$ cat config.mk
export PLATFORM = sky130hd
export DESIGN_NAME = env_top
export DESIGN_NICKNAME = d
export VERILOG_FILES = /design/src/design/opl_env_pkg.sv /design/src/design/operator_regs.sv /design/src/design/env_rate_counter.sv /design/src/design/ksl_add_rom.sv /design/src/design/tremolo.sv /design/src/design/envelope_generator.sv /design/src/design/env_top.sv
export SDC_FILE = /design/constraint.sdc
export NUM_CORES = 1
export LEC_CHECK = 0
export BUFFER_PORTS_ARGS = -buffer_cell sky130_fd_sc_hd__buf_2
export CAP_MARGIN = 0
export CORE_ASPECT_RATIO = 1.5
export CORE_MARGIN = 2
export CORE_UTILIZATION = 45
export CTS_BUF_LIST = sky130_fd_sc_hd__clkbuf_4 sky130_fd_sc_hd__clkbuf_8 sky130_fd_sc_hd__clkbuf_16
export DETAILED_ROUTE_END_ITERATION = 8
export GPL_TIMING_DRIVEN = 1
export PLACE_DENSITY_LB_ADDON = 0.05
export RECOVER_POWER = 100
export SLEW_MARGIN = 0
export SYNTH_ARGS = -nofsm -noshare
export SYNTH_HDL_FRONTEND = slang
export SYNTH_SLANG_ARGS = --single-unit
$ cat constraint.sdc
create_clock -name clk -period 10 [get_ports clk]
set_clock_uncertainty 0.1 [all_clocks]
set_input_delay 0.5 -clock clk [delete_from_list [all_inputs] [get_ports clk]]
set_output_delay 0.5 -clock clk [all_outputs]
set_load 0.01 [all_outputs]
$ cat src/design/opl_env_pkg.sv
// operator envelope definitions
package opl_env_pkg;

    localparam int ENV_WIDTH = 9;
    localparam int RATE_WIDTH = 4;
    localparam int TL_WIDTH = 6;
    localparam int KSL_WIDTH = 2;
    localparam int FNUM_WIDTH = 10;
    localparam int BLOCK_WIDTH = 3;
    localparam int AM_VAL_WIDTH = 5;
    localparam int STEP_WIDTH = 3;
    localparam int REG_ADDR_WIDTH = 3;
    localparam int KSL_ADD_WIDTH = 8;

    typedef logic [ENV_WIDTH-1:0] env_t;       // 0 loudest, 511 silent
    typedef logic [RATE_WIDTH-1:0] rate_t;     // ar, dr, sl, rr
    typedef logic [TL_WIDTH-1:0] tl_t;
    typedef logic [KSL_WIDTH-1:0] ksl_t;
    typedef logic [FNUM_WIDTH-1:0] fnum_t;
    typedef logic [BLOCK_WIDTH-1:0] block_t;   // octave
    typedef logic [AM_VAL_WIDTH-1:0] am_val_t;
    typedef logic [STEP_WIDTH-1:0] step_t;     // envelope steps per sample
    typedef logic [REG_ADDR_WIDTH-1:0] reg_addr_t;

    // register map
    localparam reg_addr_t ADDR_AR_DR = 3'd0;     // ar 7:4, dr 3:0
    localparam reg_addr_t ADDR_SL_RR = 3'd1;     // sl 7:4, rr 3:0
    localparam reg_addr_t ADDR_KSL_TL = 3'd2;    // ksl 7:6, tl 5:0
    localparam reg_addr_t ADDR_FLAGS = 3'd3;     // am 7, egt 5, ksr 4, mult 3:0
    localparam reg_addr_t ADDR_FNUM_LO = 3'd4;   // fnum 7:0
    localparam reg_addr_t ADDR_KEY_BLOCK = 3'd5; // key 5, block 4:2, fnum 9:8
    localparam reg_addr_t ADDR_GLOBAL = 3'd6;    // dam 7, nts 6

    typedef struct packed {
        rate_t  ar;
        rate_t  dr;
        rate_t  sl;
        rate_t  rr;
        tl_t    tl;
        ksl_t   ksl;
        logic   ksr;   // key scale rate
        logic   egt;   // sustain hold
        logic   am;    // tremolo enable
        fnum_t  fnum;
        block_t block;
    } op_cfg_t;

endpackage

$ cat src/design/operator_regs.sv
// operator register block
module operator_regs (
    input  logic                  clk,
    input  logic                  rst,
    input  logic                  wr_en,
    input  opl_env_pkg::reg_addr_t wr_addr,
    input  logic [7:0]            wr_data,
    output opl_env_pkg::op_cfg_t  cfg,
    output logic                  dam,
    output logic                  nts,
    output logic                  key_on_pulse,
    output logic                  key_off_pulse
);
    import opl_env_pkg::*;

    logic key_q;      // last written key bit
    logic key_write;
    logic key_new;

    assign key_write = wr_en && (wr_addr == ADDR_KEY_BLOCK);
    assign key_new = wr_data[5];

    // edge detect on the key bit, pulse lands the cycle after the write
    always_ff @(posedge clk) begin
        if (rst) begin
            key_q <= 1'b0;
            key_on_pulse <= 1'b0;
            key_off_pulse <= 1'b0;
        end else begin
            key_on_pulse <= key_write && key_new && !key_q;
            key_off_pulse <= key_write && !key_new && key_q;
            if (key_write) begin
                key_q <= key_new;
            end
        end
    end

    // setting fields
    always_ff @(posedge clk) begin
        if (rst) begin
            cfg <= '0;
            dam <= 1'b0;
            nts <= 1'b0;
        end else if (wr_en) begin
            case (wr_addr)
                ADDR_AR_DR: begin
                    cfg.ar <= wr_data[7:4];
                    cfg.dr <= wr_data[3:0];
                end
                ADDR_SL_RR: begin
                    cfg.sl <= wr_data[7:4];
                    cfg.rr <= wr_data[3:0];
                end
                ADDR_KSL_TL: begin
                    cfg.ksl <= wr_data[7:6];
                    cfg.tl <= wr_data[5:0];
                end
                ADDR_FLAGS: begin
                    cfg.am <= wr_data[7];
                    cfg.egt <= wr_data[5];
                    cfg.ksr <= wr_data[4]; // mult bits feed phase only, dropped here
                end
                ADDR_FNUM_LO: begin
                    cfg.fnum[7:0] <= wr_data;
                end
                ADDR_KEY_BLOCK: begin
                    cfg.block <= wr_data[4:2];
                    cfg.fnum[9:8] <= wr_data[1:0];
                end
                ADDR_GLOBAL: begin
                    dam <= wr_data[7];
                    nts <= wr_data[6];
                end
                default: begin
                end
            endcase
        end
    end

    // at most one key edge per write
    a_key_pulse_exclusive: assert property (
        @(posedge clk) disable iff (rst)
        !(key_on_pulse && key_off_pulse)
    ) else $error("key on and key off pulses high together");

endmodule

$ cat src/design/env_rate_counter.sv
// envelope rate counter
module env_rate_counter (
    input  logic               clk,
    input  logic               rst,
    input  logic               sample_clk_en,
    input  opl_env_pkg::rate_t  requested_rate,
    input  logic               ksr,
    input  logic               nts,
    input  opl_env_pkg::fnum_t  fnum,
    input  opl_env_pkg::block_t block,
    output opl_env_pkg::step_t  rate_counter_overflow
);
    import opl_env_pkg::*;

    localparam int ACC_WIDTH = 15;
    localparam int SUM_WIDTH = ACC_WIDTH + 4;
    localparam int MAX_RATE = 60;

    logic [3:0]           ks_offset_full; // block*2 + split bit
    logic [3:0]           ks_offset;
    logic [6:0]           rate_sum;
    logic [5:0]           effective_rate;
    logic [ACC_WIDTH-1:0] acc;
    logic [SUM_WIDTH-1:0] increment;
    logic [SUM_WIDTH-1:0] sum;
    logic [3:0]           wraps;

    always_comb begin
        ks_offset_full = {block, nts ? fnum[8] : fnum[9]};
        ks_offset = ksr ? ks_offset_full : (ks_offset_full >> 2);
        rate_sum = {1'b0, requested_rate, 2'b00} + {3'b000, ks_offset};
        if (requested_rate == '0) begin
            effective_rate = '0;
        end else if (rate_sum > 7'(MAX_RATE)) begin
            effective_rate = 6'(MAX_RATE);
        end else begin
            effective_rate = rate_sum[5:0];
        end
        // (4 + rate mod 4) << rate / 4
        increment = SUM_WIDTH'({1'b1, effective_rate[1:0]}) << effective_rate[5:2];
        sum = SUM_WIDTH'(acc) + increment;
        wraps = sum[SUM_WIDTH-1:ACC_WIDTH];
    end

    assign rate_counter_overflow = (wraps > 4'd7) ? step_t'(7) : wraps[STEP_WIDTH-1:0];

    always_ff @(posedge clk) begin
        if (rst) begin
            acc <= '0;
        end else if (sample_clk_en) begin
            acc <= sum[ACC_WIDTH-1:0]; // keep the fraction
        end
    end

    a_rate_capped: assert property (
        @(posedge clk) disable iff (rst)
        effective_rate <= 6'(MAX_RATE)
    ) else $error("effective rate above 60");

endmodule

$ cat src/design/ksl_add_rom.sv
// key scale level table
module ksl_add_rom (
    input  opl_env_pkg::fnum_t                        fnum,
    input  opl_env_pkg::block_t                       block,
    input  opl_env_pkg::ksl_t                         ksl,
    output logic [opl_env_pkg::KSL_ADD_WIDTH-1:0]     ksl_add
);
    logic [6:0] table_val;  // standard 16-entry curve
    logic [5:0] penalty;    // 8 per octave below the top
    logic [6:0] base;
    logic [6:0] shifted;
    logic [8:0] scaled;

    always_comb begin
        case (fnum[9:6])
            4'd0: table_val = 7'd0;
            4'd1: table_val = 7'd32;
            4'd2: table_val = 7'd40;
            4'd3: table_val = 7'd45;
            4'd4: table_val = 7'd48;
            4'd5: table_val = 7'd51;
            4'd6: table_val = 7'd53;
            4'd7: table_val = 7'd55;
            4'd8: table_val = 7'd56;
            4'd9: table_val = 7'd58;
            4'd10: table_val = 7'd59;
            4'd11: table_val = 7'd60;
            4'd12: table_val = 7'd61;
            4'd13: table_val = 7'd62;
            4'd14: table_val = 7'd63;
            default: table_val = 7'd64;
        endcase
    end

    always_comb begin
        penalty = {~block, 3'b000}; // 8 * (7 - block)
        base = (table_val > {1'b0, penalty}) ? table_val - {1'b0, penalty} : 7'd0;

        case (ksl)
            2'd0: shifted = 7'd0;
            2'd1: shifted = base >> 1;
            2'd2: shifted = base >> 2;
            default: shifted = base;
        endcase

        scaled = {shifted, 2'b00}; // into env units
    end

    // only the top entry at block 7 and ksl 3 reaches 256, held at 255
    assign ksl_add = (scaled > 9'd255) ? 8'hff : scaled[7:0];

endmodule

$ cat src/design/tremolo.sv
// tremolo triangle generator
module tremolo (
    input  logic                 clk,
    input  logic                 rst,
    input  logic                 sample_clk_en,
    input  logic                 dam,
    output opl_env_pkg::am_val_t am_val
);
    import opl_env_pkg::*;

    localparam int CNT_WIDTH = 13;
    localparam int DEEP_MULT = 27;    // peak 26
    localparam int SHALLOW_MULT = 7;  // peak 6

    logic [CNT_WIDTH-1:0] cnt;
    logic [4:0]           tri_val;
    logic [9:0]           scaled;

    always_ff @(posedge clk) begin
        if (rst) begin
            cnt <= '0;
        end else if (sample_clk_en) begin
            cnt <= cnt + 1'b1; // free running, wraps
        end
    end

    // fold the top bits into an up/down ramp
    always_comb begin
        if (cnt[CNT_WIDTH-1]) begin
            tri_val = ~cnt[CNT_WIDTH-2 -: 5];
        end else begin
            tri_val = cnt[CNT_WIDTH-2 -: 5];
        end

        if (dam) begin
            scaled = 10'(tri_val) * 10'(DEEP_MULT);
        end else begin
            scaled = 10'(tri_val) * 10'(SHALLOW_MULT);
        end
    end

    assign am_val = am_val_t'(scaled >> 5);

endmodule

$ cat src/design/envelope_generator.sv
// ADSR envelope generator
module envelope_generator #(
    parameter opl_env_pkg::env_t SILENCE = 9'd511
) (
    input  logic                 clk,
    input  logic                 rst,
    input  logic                 sample_clk_en,
    input  opl_env_pkg::op_cfg_t cfg,
    input  logic                 dam,
    input  logic                 nts,
    input  logic                 key_on_pulse,
    input  logic                 key_off_pulse,
    output opl_env_pkg::env_t    env
);
    import opl_env_pkg::*;

    localparam int SUM_WIDTH = ENV_WIDTH + 2;

    typedef enum logic [1:0] {
        ATTACK,
        DECAY,
        SUSTAIN,
        RELEASE
    } state_t;

    state_t                   state;
    state_t                   next_state;
    env_t                     env_int;        // raw envelope before level terms
    rate_t                    requested_rate;
    step_t                    rate_counter_overflow;
    logic [KSL_ADD_WIDTH-1:0] ksl_add;
    am_val_t                  am_val;
    logic [ENV_WIDTH+2:0]     attack_prod;
    env_t                     attack_step;
    logic [ENV_WIDTH:0]       decay_sum;
    logic [SUM_WIDTH-1:0]     env_tmp;

    always_comb begin
        case (state)
            ATTACK:  next_state = (env_int == '0) ? DECAY : ATTACK;
            DECAY:   next_state = ((env_int >> 4) >= ENV_WIDTH'(cfg.sl)) ? SUSTAIN : DECAY;
            SUSTAIN: next_state = cfg.egt ? SUSTAIN : RELEASE;
            default: next_state = RELEASE;
        endcase
    end

    always_comb begin
        case (state)
            ATTACK:  requested_rate = cfg.ar;
            DECAY:   requested_rate = cfg.dr;
            SUSTAIN: requested_rate = '0; // hold level
            default: requested_rate = cfg.rr;
        endcase
    end

    always_ff @(posedge clk) begin
        if (rst) begin
            state <= RELEASE;
        end else if (key_on_pulse) begin
            state <= ATTACK;
        end else if (key_off_pulse) begin
            state <= RELEASE;
        end else if (sample_clk_en) begin
            state <= next_state;
        end
    end

    env_rate_counter u_rate_counter (
        .clk                   (clk),
        .rst                   (rst),
        .sample_clk_en         (sample_clk_en),
        .requested_rate        (requested_rate),
        .ksr                   (cfg.ksr),
        .nts                   (nts),
        .fnum                  (cfg.fnum),
        .block                 (cfg.block),
        .rate_counter_overflow (rate_counter_overflow)
    );

    // exponential attack, linear decay and release
    assign attack_prod = (ENV_WIDTH+3)'(env_int) * (ENV_WIDTH+3)'(rate_counter_overflow);
    assign attack_step = attack_prod[ENV_WIDTH+2:3] + 1'b1;
    assign decay_sum = {1'b0, env_int} + (ENV_WIDTH+1)'(rate_counter_overflow);

    always_ff @(posedge clk) begin
        if (rst) begin
            env_int <= SILENCE;
        end else if (sample_clk_en) begin
            if (state == ATTACK && rate_counter_overflow != '0 && env_int != '0) begin
                env_int <= env_int - attack_step;
            end else if (state == DECAY || state == RELEASE) begin
                env_int <= (decay_sum > SILENCE) ? SILENCE : decay_sum[ENV_WIDTH-1:0];
            end
        end
    end

    ksl_add_rom u_ksl_add_rom (
        .fnum    (cfg.fnum),
        .block   (cfg.block),
        .ksl     (cfg.ksl),
        .ksl_add (ksl_add)
    );

    tremolo u_tremolo (
        .clk           (clk),
        .rst           (rst),
        .sample_clk_en (sample_clk_en),
        .dam           (dam),
        .am_val        (am_val)
    );

    assign env_tmp = SUM_WIDTH'(env_int) + SUM_WIDTH'({cfg.tl, 2'b00}) + SUM_WIDTH'(ksl_add)
                   + (cfg.am ? SUM_WIDTH'(am_val) : SUM_WIDTH'(0));

    always_ff @(posedge clk) begin
        if (rst) begin
            env <= SILENCE;
        end else begin
            env <= (env_tmp > SILENCE) ? SILENCE : env_tmp[ENV_WIDTH-1:0]; // clamp
        end
    end

    a_env_int_bound: assert property (
        @(posedge clk) disable iff (rst)
        env_int <= SILENCE
    ) else $error("env_int beyond silence");

endmodule

$ cat src/design/env_top.sv
// operator envelope top level
module env_top #(
    parameter opl_env_pkg::env_t SILENCE = 9'd511
) (
    input  logic                   clk,
    input  logic                   rst,
    input  logic                   sample_clk_en,  // one cycle per sample
    input  logic                   wr_en,
    input  opl_env_pkg::reg_addr_t wr_addr,
    input  logic [7:0]             wr_data,
    output opl_env_pkg::env_t      env
);
    import opl_env_pkg::*;

    op_cfg_t cfg;
    logic    dam;
    logic    nts;
    logic    key_on_pulse;
    logic    key_off_pulse;

    // host side settings
    operator_regs u_operator_regs (
        .clk           (clk),
        .rst           (rst),
        .wr_en         (wr_en),
        .wr_addr       (wr_addr),
        .wr_data       (wr_data),
        .cfg           (cfg),
        .dam           (dam),
        .nts           (nts),
        .key_on_pulse  (key_on_pulse),
        .key_off_pulse (key_off_pulse)
    );

    envelope_generator #(
        .SILENCE (SILENCE)
    ) u_envelope_generator (
        .clk           (clk),
        .rst           (rst),
        .sample_clk_en (sample_clk_en),
        .cfg           (cfg),
        .dam           (dam),
        .nts           (nts),
        .key_on_pulse  (key_on_pulse),
        .key_off_pulse (key_off_pulse),
        .env           (env)
    );

endmodule

# After elaboration in Yosys (flattened, before gate mapping)
# Memories as Yosys holds them, arrays and structs flattened.
# Index checks and enable logic that the tools add are counted.
totals:
  ff_bits: 93
  latch_bits: 0
  ram_bits: 0
  rom_bits: 112
  inputBits: 15
  out_inout_bits: 9
  elab_cells: 107
  memories: 1
mem_list:
  columns: ["name", "depth", "width", "read_ports", "rd_ports_with_merged_regs", "write_ports", "line", "source"]
  rows:
  - ["(name not given)", 16, 7, 1, 0, 0, "ksl_add_rom.sv:15", "case (fnum[9:6])"]
classes:
  addsub: 10
  n_mul: 3
  div: 0
  magnitude_cmp: 7
  eq_ne: 11
  shifts: 1
  n_mux: 22
  bitwise_logic: 2
  n_reduce_logical: 28
op_table:
  columns: ["cell", "count"]
  rows:
  - ["two-way mux 9 bit", 3]
  - ["case mux 7 bit (3 select lines)", 1]
  - ["adder 15 x 19 -> 19 bit", 1]
  - ["left shift 3 x 4 -> 19 bit", 1]
  - ["AND reduction 2 bit", 8]
  - ["adder 13 x 1 -> 13 bit (second input constant)", 1]
  - ["multiplier 9 x 3 -> 12 bit", 1]
  - ["two-way mux 6 bit", 2]
  - ["case mux 4 bit (3 select lines)", 1]
  - ["adder 11 bit", 1]
  - ["adder 11 x 8 -> 11 bit", 1]
  - ["greater-than comparator 11 x 9 -> 1 bit (second input constant)", 1]
  - ["adder 9 x 3 -> 10 bit", 1]
  - ["adder 9 x 8 -> 10 bit", 1]
  - ["greater-than comparator 10 x 9 -> 1 bit (second input constant)", 1]
  - ["multiplier 5 x 5 -> 10 bit (second input constant)", 1]
  - ["two-way mux 10 bit", 1]
  - ["two-way mux 5 bit", 2]
  - ["adder 9 x 1 -> 9 bit (second input constant)", 1]
  - ["== test 3 bit (second input constant)", 3]
  - ["greater-than comparator 9 x 8 -> 1 bit (second input constant)", 1]
  - ["zero test 9 bit", 1]
  - ["nonzero test 9 bit", 1]
  - ["subtractor 9 bit", 1]
  - ["29 further kinds", 47]

# Depth between registers and ports, before layout
# Gate-level depths: netlist of the first run.
logic_depth:
  depth_word: 15
  mapped_depth: 47
  mapped_depth_nobuf: 45

# Modules after synthesis
# A second synthesis of the first run with hierarchy kept.
unflattened:
  hier_cells: 973
  area_unflattened_um2: 8355.5
by_module_without_submodules:
  columns: ["module", "n_inst", "cells_per_inst", "area_per_inst_um2", "seq_area_each_um2"]
  rows:
  - ["envelope_generator", 1, 372, 2946.6, 400.4]
  - ["operator_regs", 1, 160, 1806.7, 900.9]
  - ["env_rate_counter", 1, 221, 1770.4, 300.3]
  - ["tremolo", 1, 148, 1320.0, 260.2]
  - ["ksl_add_rom", 1, 72, 511.7, 0.0]

# Worst setup path before layout of the first run
# Ideal clock, no wire load.
synth_path:
  path_kind: "register -> register"
  from: "reg u_envelope_generator.state[0]"
  to: "reg u_envelope_generator.env_int[8]"
  t_arrival_ps: 9303
  t_required_ps: 9771
  setup_slack_ps: 468
  path_stages_with_launch: 48
  synth_period_minus_slack_ps: 9532
  path_cell_list: "dfxtp_1 > buf_6 > nor3b_1 > a21oi_4 > inv_1 > ha_1 > inv_1 > fa_1 > nor2b_1 > a211oi_1 > o22ai_2 > a22oi_4 > nand3_1 > or3_1 > nor2_1 > ha_1 > inv_1 > fa_1 > [12 not listed] > nand4_1 > nor2_1 > a32o_1 > o21ai_0 > nand2b_1 > xnor2_1 > ha_1 > a21o_1 > a21oi_1 > o21bai_1 > a21oi_1 > o21bai_1 > a21oi_1 > mux2i_1 > o311ai_0 > a211oi_1 > mux2i_1 > o211ai_1"
synth_via:
  elab_chain_len: 15
  word_cells_on_any_way: 28
synth_lines:
  columns: ["item", "line", "source"]
  rows:
  - ["start: declaration", "envelope_generator.sv:26", "state_t state;"]
  - ["start signal: assignment", "envelope_generator.sv:64", "state <= next_state;"]
  - ["branches (longest 15 deep; another with adder 15 x 19 -> 19 bit)", null, null]
  - ["end signal: assignment", "envelope_generator.sv:90", "env_int <= env_int - attack_step;"]
  - ["end signal: assignment", "envelope_generator.sv:92", "env_int <= (decay_sum > SILENCE) ? SILENCE : decay_sum[ENV_WIDTH-1:0];"]
  - ["end: declaration", "envelope_generator.sv:28", "env_t env_int;"]
# Parallel ways; which one is timed is not known. The select of a mux whose other input is x is not followed.
# A chain may end at the register's enable or synchronous reset.

# Final worst setup path of the first run
layout_path:
  from: "reg u_envelope_generator.state[1]"
  to: "reg u_envelope_generator.env_int[8]"
# Same word-level chain as after synthesis.

==> reports/metrics.csv, run 1 <==
stage;metric;value;unit
die;die_x;112;um
route;ant_nets;0;
die;design.core.area;17200;um2
global_route;grt-ovfl-total;0;
synth;synth_cell_types;75;
critical_path;required;10.10;ns
global_route;track_usage;20.2;%
route;num_vias;6369;
clock_network;cts_buffer_depth;2;
critical_path;crit_type;reg2reg;
clock_network;h-tree-depth;3;
cells_and_area;diodes;0;
clock_network;hold_buffers;0;
synth;ys_seq_area_share;22.2;%
synth;synth_most_common_cell;nand2_1;
synth;synth_ff_type;dfxtp_1;
die;die_area;18500;um2
critical_path;critPathCaptureType;flop;
route;drt_iter0_drc;252;
synth;synth_top_area_share;22.2;%
critical_path;arrival;9.39;ns
sta;final_hold_viol_count;0;
route;viasPerCell;5.37;
synth;postSynth.asyncResetShare;0;%
sta;setup_tns;0;ns
route;wl_per_cell;15.2;um
critical_path;cp_slowest_cell;or4_1;
synth;synth_seq_cells;87;
critical_path;cpMostUsedCell;ha_1;
synth;yosysWarnings;0;
place;placed_cell_area;8120;um2
synth;synth_edf_count;0;
clock_network;path_clk_slew;0.08;ns
die;rows;59;
synth;synthTopCellsByArea;dfxtp_1 (22%), ha_1 (14%), fa_1 (6.6%), nand2_1 (5.5%), a21oi_1 (5.2%);
critical_path;critPathMaxStageDelay;0.51;ns
sta;rsz0062_at_grt;no;
power_and_ir_drop;ir_drop;0.0778;mV
global_route;antenna_found_initial;1;
die;io_pins;24;
sta;min_period_over_period;92.9;%
synth;yosys-top-cells-count;nand2_1 (115), nor2_1 (99), ha_1 (90);
sta;fmaxAchievable;108;MHz
power_and_ir_drop;p_per_area;98.8;nW/um2
cells_and_area;syn_to_final_growth;7.95;%
sta;fin_crit;9.29;ns
power_and_ir_drop;finalPower;0.836;mW
cells_and_area;stdcell_area;8460;um2
global_route;grt_max_degree;80;
synth;avgSynthCellArea;8.17;um2
sta;slew_viol_final;80;
die;initial_utilization;45.5;%
synth;yosys.area.top_type;dfxtp_1;
worst_hold_path;hp-class;in2reg;
synth;synth_nets;1090;
sta;setup_viol;0;
status;violations;max-capacitance violations, max-slew violations;
global_route;grt_pass1_vias;6175;
route;dr.pass1.iters;5;
status;status;complete, but fails checks;
cells_and_area;drive_gt1_share;8.53;%
cells_and_area;fillers;1709;
power_and_ir_drop;static-leakage-power;3.91;nW
route;wl;18100;um
sta;slew_headroom;-150;%
die;die_h;166;um
sta;tightestPinTransition;3.74;ns
clock_network;insertion_delay;0.37;ns
place;place_congestion;0.807;
clock_network;cts_buffers;9;
critical_path;start_kind;flop;
place;io_buffers;23;
global_route;grt_pass1_wl;30200;um
route;drc;0;
place;hpwl;13900;um
cells_and_area;nets;1099;
clock_network;cts-root-buf;clkbuf_16;
clock_network;cts_sinks;87;
flow_run;drv_cap;1;
synth;synth_area;7830;um2
synth;synth_cells;959;
clock_network;cts_tree;done;
critical_path;critPathMaxFanout;10;
## metrics by stage
step / hold WS [ns] / std cells / setup slack (ns) / utilization, %
floorplan: 0.315 / 959 / 0.468 / -
global placement: 0.340 / 1169 / 0.246 / 47.2
detailed placement: 0.343 / 1169 / 0.135 / 47.2
CTS: 0.325 / 1185 / 0.0603 / 49.0
global route: 0.329 / 1186 / 0.0403 / 49.2
finish: 0.331 / 1186 / 0.708 / 49.2
## cell families (layout without fill, tap and decap cells)
| logic type | after synthesis | in the layout | share of synthesized area [%] |
|---|---|---|---|
| muxes | 40 | 40 | 5.73 |
| DFF | 87 | 87 | 22.2 |
| AOI/OAI and AO/OA | 216 | 216 | 18.8 |
| buffers and inverters | 107 | 121 | 5.64 |
| and+or+nand+nor | 337 | 337 | 20.3 |
| xor gates and xnor gates | 56 | 56 | 6.36 |
| adders and majority gates | 116 | 116 | 21.0 |
## flip-flops by register name, summed over array words and instances, names as in the netlist
register	count
u_envelope_generator.u_rate_counter.acc	15
u_operator_regs.key_on_pulse	1
u_operator_regs.cfg	34
u_envelope_generator.state	2
u_envelope_generator.u_tremolo.cnt	13
u_operator_regs.dam	1
u_operator_regs.key_q	1
u_operator_regs.key_off_pulse	1
u_envelope_generator.env	9
u_envelope_generator.env_int	9
u_operator_regs.nts	1
## path summary, 6_finish.rpt
path | from | end | slack (ns) | cells past startpoint
worst max register to register | u_envelope_generator.state[1]$_SDFFE_PP1P_ | u_envelope_generator.env_int[8]$_SDFFE_PP1P_ | 0.71 | 45
worst min register to register | u_operator_regs.key_q$_SDFFE_PP0P_ | u_operator_regs.key_on_pulse$_SDFF_PP0_ | 0.35 | 1
worst min-delay path | wr_data[2] | u_operator_regs.cfg[34]$_SDFFE_PP0P_ | 0.33 | 3
worst max-delay path | u_envelope_generator.state[1]$_SDFFE_PP1P_ | u_envelope_generator.env_int[8]$_SDFFE_PP1P_ | 0.71 | 45
## report_power, final
group,leakage [nW],switching [mW],internal [mW]
Clock,0.151,0.176,0.180
Combinational,3.05,0.0622,0.0464
Sequential,0.707,0.0142,0.357
Total,3.91,0.252,0.583
## per-layer routing
metal	GRT usage, %	share of wire [%]	vias up
li1	-	-	3316
met1	24.2	45	2977
met2	37.5	51	53
met3	2.48	2.0	21
met4	6.57	1.5	2
met5	0	0.072	-
## layout by cell type, fill, tap and decap left out, types with 7 or more instances in the layout
master     netlist  routed
a211oi_1         8       7
o21bai_1        14      14
mux2i_1         30      30
and2_1          13      13
nor2_1          99      99
clkbuf_1        24      10
ha_1            90      90
buf_2            2      14
nand2_1        115     115
xor2_1          23      23
a21oi_1         82      80
buf_4            0       9
clkbuf_16        0       9
nand2b_1        15      15
dfxtp_1         87      86
xnor2_1         32      32
a211o_1         10      10
fa_1            26      26
nor2b_1         21      20
a21o_1          22      22
inv_1           71      71
or3_1           10      10
o21ai_0         28      28
nor3_1          12      12
nand3_1         17      17
## critical path: cells and delay by family (launching register included)
family                     cells  cell delay (ns)
buffers and inverters          5             0.59
adders and majority gates      7             2.21
AOI/OAI and AO/OA             20             3.32
xor gates and xnor gates       1             0.13
muxes                          4             1.06
and+or+nand+nor                8             1.32
DFF                            1             0.40
## what timing repair did
item | in CTS | in global routing
gates resized for setup | 0 | 10
buffers inserted | 0 | 1
setup endpoints to repair | 0 | 2
hold endpoints to repair | 0 | 0
## final cells by class
class	count	area [um2]	area share, %
tap	213	267	3.15
timing repair buffer	34	186	2.20
sequential	87	1740	20.6
inverter	71	267	3.15
clock buffer	9	225	2.66
clock inverter	7	83.8	0.991
multi-input combinational	765	5690	67.2
No activity file was read; power rests on OpenSTA's default activity.
==> run 2, diff against run 1 <==
- CORE_UTILIZATION: 45 -> 58
==> run 2 against run 1 <==
  * The run still ends with max-capacitance violations, max-slew violations left
  * Fmax decreased by 0.93%
  * Sequential power about the same
  * Critical path depth unchanged
  * Final cell count decreased by 4.3%
  * Combinational power about the same
  * First-iteration DRC count increased by 21%
  * Critical endpoint unchanged
==> reports/metrics.csv, run 2 (same netlist as run 1, synthesis figures left out) <==
stage;metric;value;unit;change
critical_path;r2r-start;u_envelope_generator.state[0]$_SDFFE_PP1P_;;
worst_hold_path;hp-class;in2reg;;
power_and_ir_drop;static-leakage-power;3.91;nW;+0.10%
clock_network;cts_buffers;9;;unchanged
clock_network;hold_buffers;0;;unchanged
cells_and_area;final_cell_mix;nand2_1 (115), nor2_1 (99), ha_1 (90);;
route;viasPerCell;5.73;;+6.7%
status;status;complete, but fails checks;;
power_and_ir_drop;p_per_area;97.5;nW/um2;-1.4%
place;placed_cell_area;8040;um2;-0.97%
route;wl_per_cell;15.3;um;+0.16%
worst_hold_path;holdPathStages;3;;unchanged
cells_and_area;reg_top3;u_operator_regs.cfg x34, u_envelope_generator.u_rate_counter.acc x15, u_envelope_generator.u_tremolo.cnt x13;;
route;drc;0;;unchanged
critical_path;critPathMaxStageDelay;0.59;ns;+0.08 ns
clock_network;cts-root-buf;clkbuf_16;;
sta;min_period_over_period;93.8;%;+0.87 points
global_route;track_usage;24.6;%;+4.4 points
critical_path;critPathCaptureType;flop;;
flow_run;drv_cap;1;;unchanged
sta;setup_viol;0;;unchanged
worst_hold_path;worstHoldStart;wr_data[3];;
sta;fin_crit;9.38;ns;+0.0873 ns
place;place_congestion;0.914;;+13%
cells_and_area;drive_gt1_share;8.63;%;+0.10 points
cells_and_area;final_common_cell;nand2_1;;
worst_hold_path;hold_end;u_operator_regs.cfg[27]$_SDFFE_PP0P_;;
cells_and_area;final_core_util;62.9;%;+14 points
critical_path;cp_slowest_cell;fa_2;;
critical_path;worstReg2RegEnd;u_envelope_generator.env_int[8]$_SDFFE_PP1P_;;
clock_network;cts_buffer_depth;2;;unchanged
critical_path;rrSetupSlack;0.62;ns;-0.09 ns
clock_network;h-tree-depth;3;;unchanged
die;die_area;14500;um2;-22%
global_route;grt-ovfl-total;0;;unchanged
route;drt_iter0_drc;305;;+21%
clock_network;cts_sinks;87;;unchanged
cells_and_area;stdcell_area;8400;um2;-0.72%
cells_and_area;syn_to_final_growth;7.17;%;
sta;tightestPinTransition;3.50;ns;-0.246 ns
die;die_x;98.9;um;-11%
place;hpwl;13300;um;-4.2%
global_route;grt_pass1_wl;29800;um;-1.3%
sta;slew_headroom;-133;%;+16 points
route;dr.pass1.iters;5;;unchanged
power_and_ir_drop;finalPower;0.818;mW;-2.1%
place;io_buffers;23;;unchanged
global_route;grt_max_degree;80;;unchanged
route;num_vias;6502;;+2.1%
global_route;antenna_found_initial;0;;-1
cells_and_area;diodes;0;;unchanged
cells_and_area;nets;1099;;unchanged
critical_path;required;10.08;ns;-0.02 ns
power_and_ir_drop;ir_drop;0.118;mV;+52%
critical_path;reg2regPathDepth;45;;unchanged
critical_path;start_kind;flop;;
die;design.core.area;13300;um2;-22%
clock_network;insertion_delay;0.34;ns;-0.03 ns
route;wl;17300;um;-4.1%
die;initial_utilization;58.7;%;+13 points
clock_network;path_clk_slew;0.08;ns;about the same
die;io_pins;24;;unchanged
global_route;grt_pass1_vias;6509;;+5.4%
die;die_h;146;um;-12%
status;violations;max-capacitance violations, max-slew violations;;
critical_path;arrival;9.46;ns;+0.07 ns
clock_network;cts_tree;done;;
sta;final_hold_viol_count;0;;unchanged
sta;whs;0.355;ns;+0.0239 ns
route;ant_nets;0;;unchanged
sta;fmaxAchievable;107;MHz;-0.93%
cells_and_area;largest_register;u_operator_regs.cfg;;
cells_and_area;largest_register_ffs;34;;unchanged
sta;slew_viol_final;80;;unchanged
critical_path;critPathMaxFanout;13;;+3
sta;setup_tns;0;ns;unchanged
die;rows;52;;-12%
critical_path;crit_type;reg2reg;;
==> run 2: through the flow <==
stage / setup slack, ns / cells
final: 0.621 / 1135
after global routing: -0.0442 / 1135
after CTS: 0.00435 / 1132
after detailed placement: 0.0732 / 1116
after global placement: 0.406 / 1116
after floorplan: 0.468 / 959
==> run 2: what timing repair did <==
item / in CTS / in global routing
setup endpoints to repair: 0 / 2
hold endpoints to repair: 0 / 0
setup buffers: 0 / 3
gates resized for setup: 0 / 12
==> run 2: cell type report <==
cell class | count | area (um2)
inverter | 71 | 267
tap | 162 | 203
fill | 1193 | 4940
sequential | 87 | 1740
clock inverter | 7 | 73.8
clock buffer | 9 | 225
timing repair buffer | 34 | 195
multi-input combinational | 765 | 5690
==> run 2: critical path: cells and delay by family (launching register included) <==
kind / cells / cell delay, ns
compound gates: 19 / 3.24
fa+ha+maj: 7 / 2.59
simple gates: 11 / 1.85
buf+inv: 5 / 0.45
mux: 2 / 0.43
flops: 1 / 0.41
xor+xnor: 1 / 0.12
==> run 2: metal layers <==
metal / global-route usage, % / part of all wire, %
met1: 30.7 / 45
met4: 6.16 / 1.4
met2: 44.7 / 52
met5: 0 / 0
met3: 2.82 / 1.9
==> run 2: power by group <==
| part | switching, mW | total [mW] | internal [mW] | leakage, nW |
|---|---|---|---|---|
| logic | 0.0603 | 0.106 | 0.0460 | 3.06 |
| clock network | 0.161 | 0.339 | 0.177 | 0.148 |
| registers | 0.0160 | 0.373 | 0.357 | 0.707 |
==> run 2: how the worst max path moves through the flow <==
stage                                                from                                           end  slack (ns)  cells past startpoint
2_1_floorplan  u_envelope_generator.state[0]$_SDFFE_PP1P_  u_envelope_generator.env_int[8]$_SDFFE_PP1P_        0.47                     47
3_3_place_gp   u_envelope_generator.state[1]$_SDFFE_PP1P_  u_envelope_generator.env_int[8]$_SDFFE_PP1P_        0.41                     45
3_5_place_dp   u_envelope_generator.state[1]$_SDFFE_PP1P_  u_envelope_generator.env_int[8]$_SDFFE_PP1P_        0.07                     45
4_1_cts        u_envelope_generator.state[1]$_SDFFE_PP1P_  u_envelope_generator.env_int[8]$_SDFFE_PP1P_       0.004                     45
5_1_grt        u_envelope_generator.state[0]$_SDFFE_PP1P_  u_envelope_generator.env_int[8]$_SDFFE_PP1P_       -0.04                     45
6_report       u_envelope_generator.state[0]$_SDFFE_PP1P_  u_envelope_generator.env_int[8]$_SDFFE_PP1P_        0.62                     45
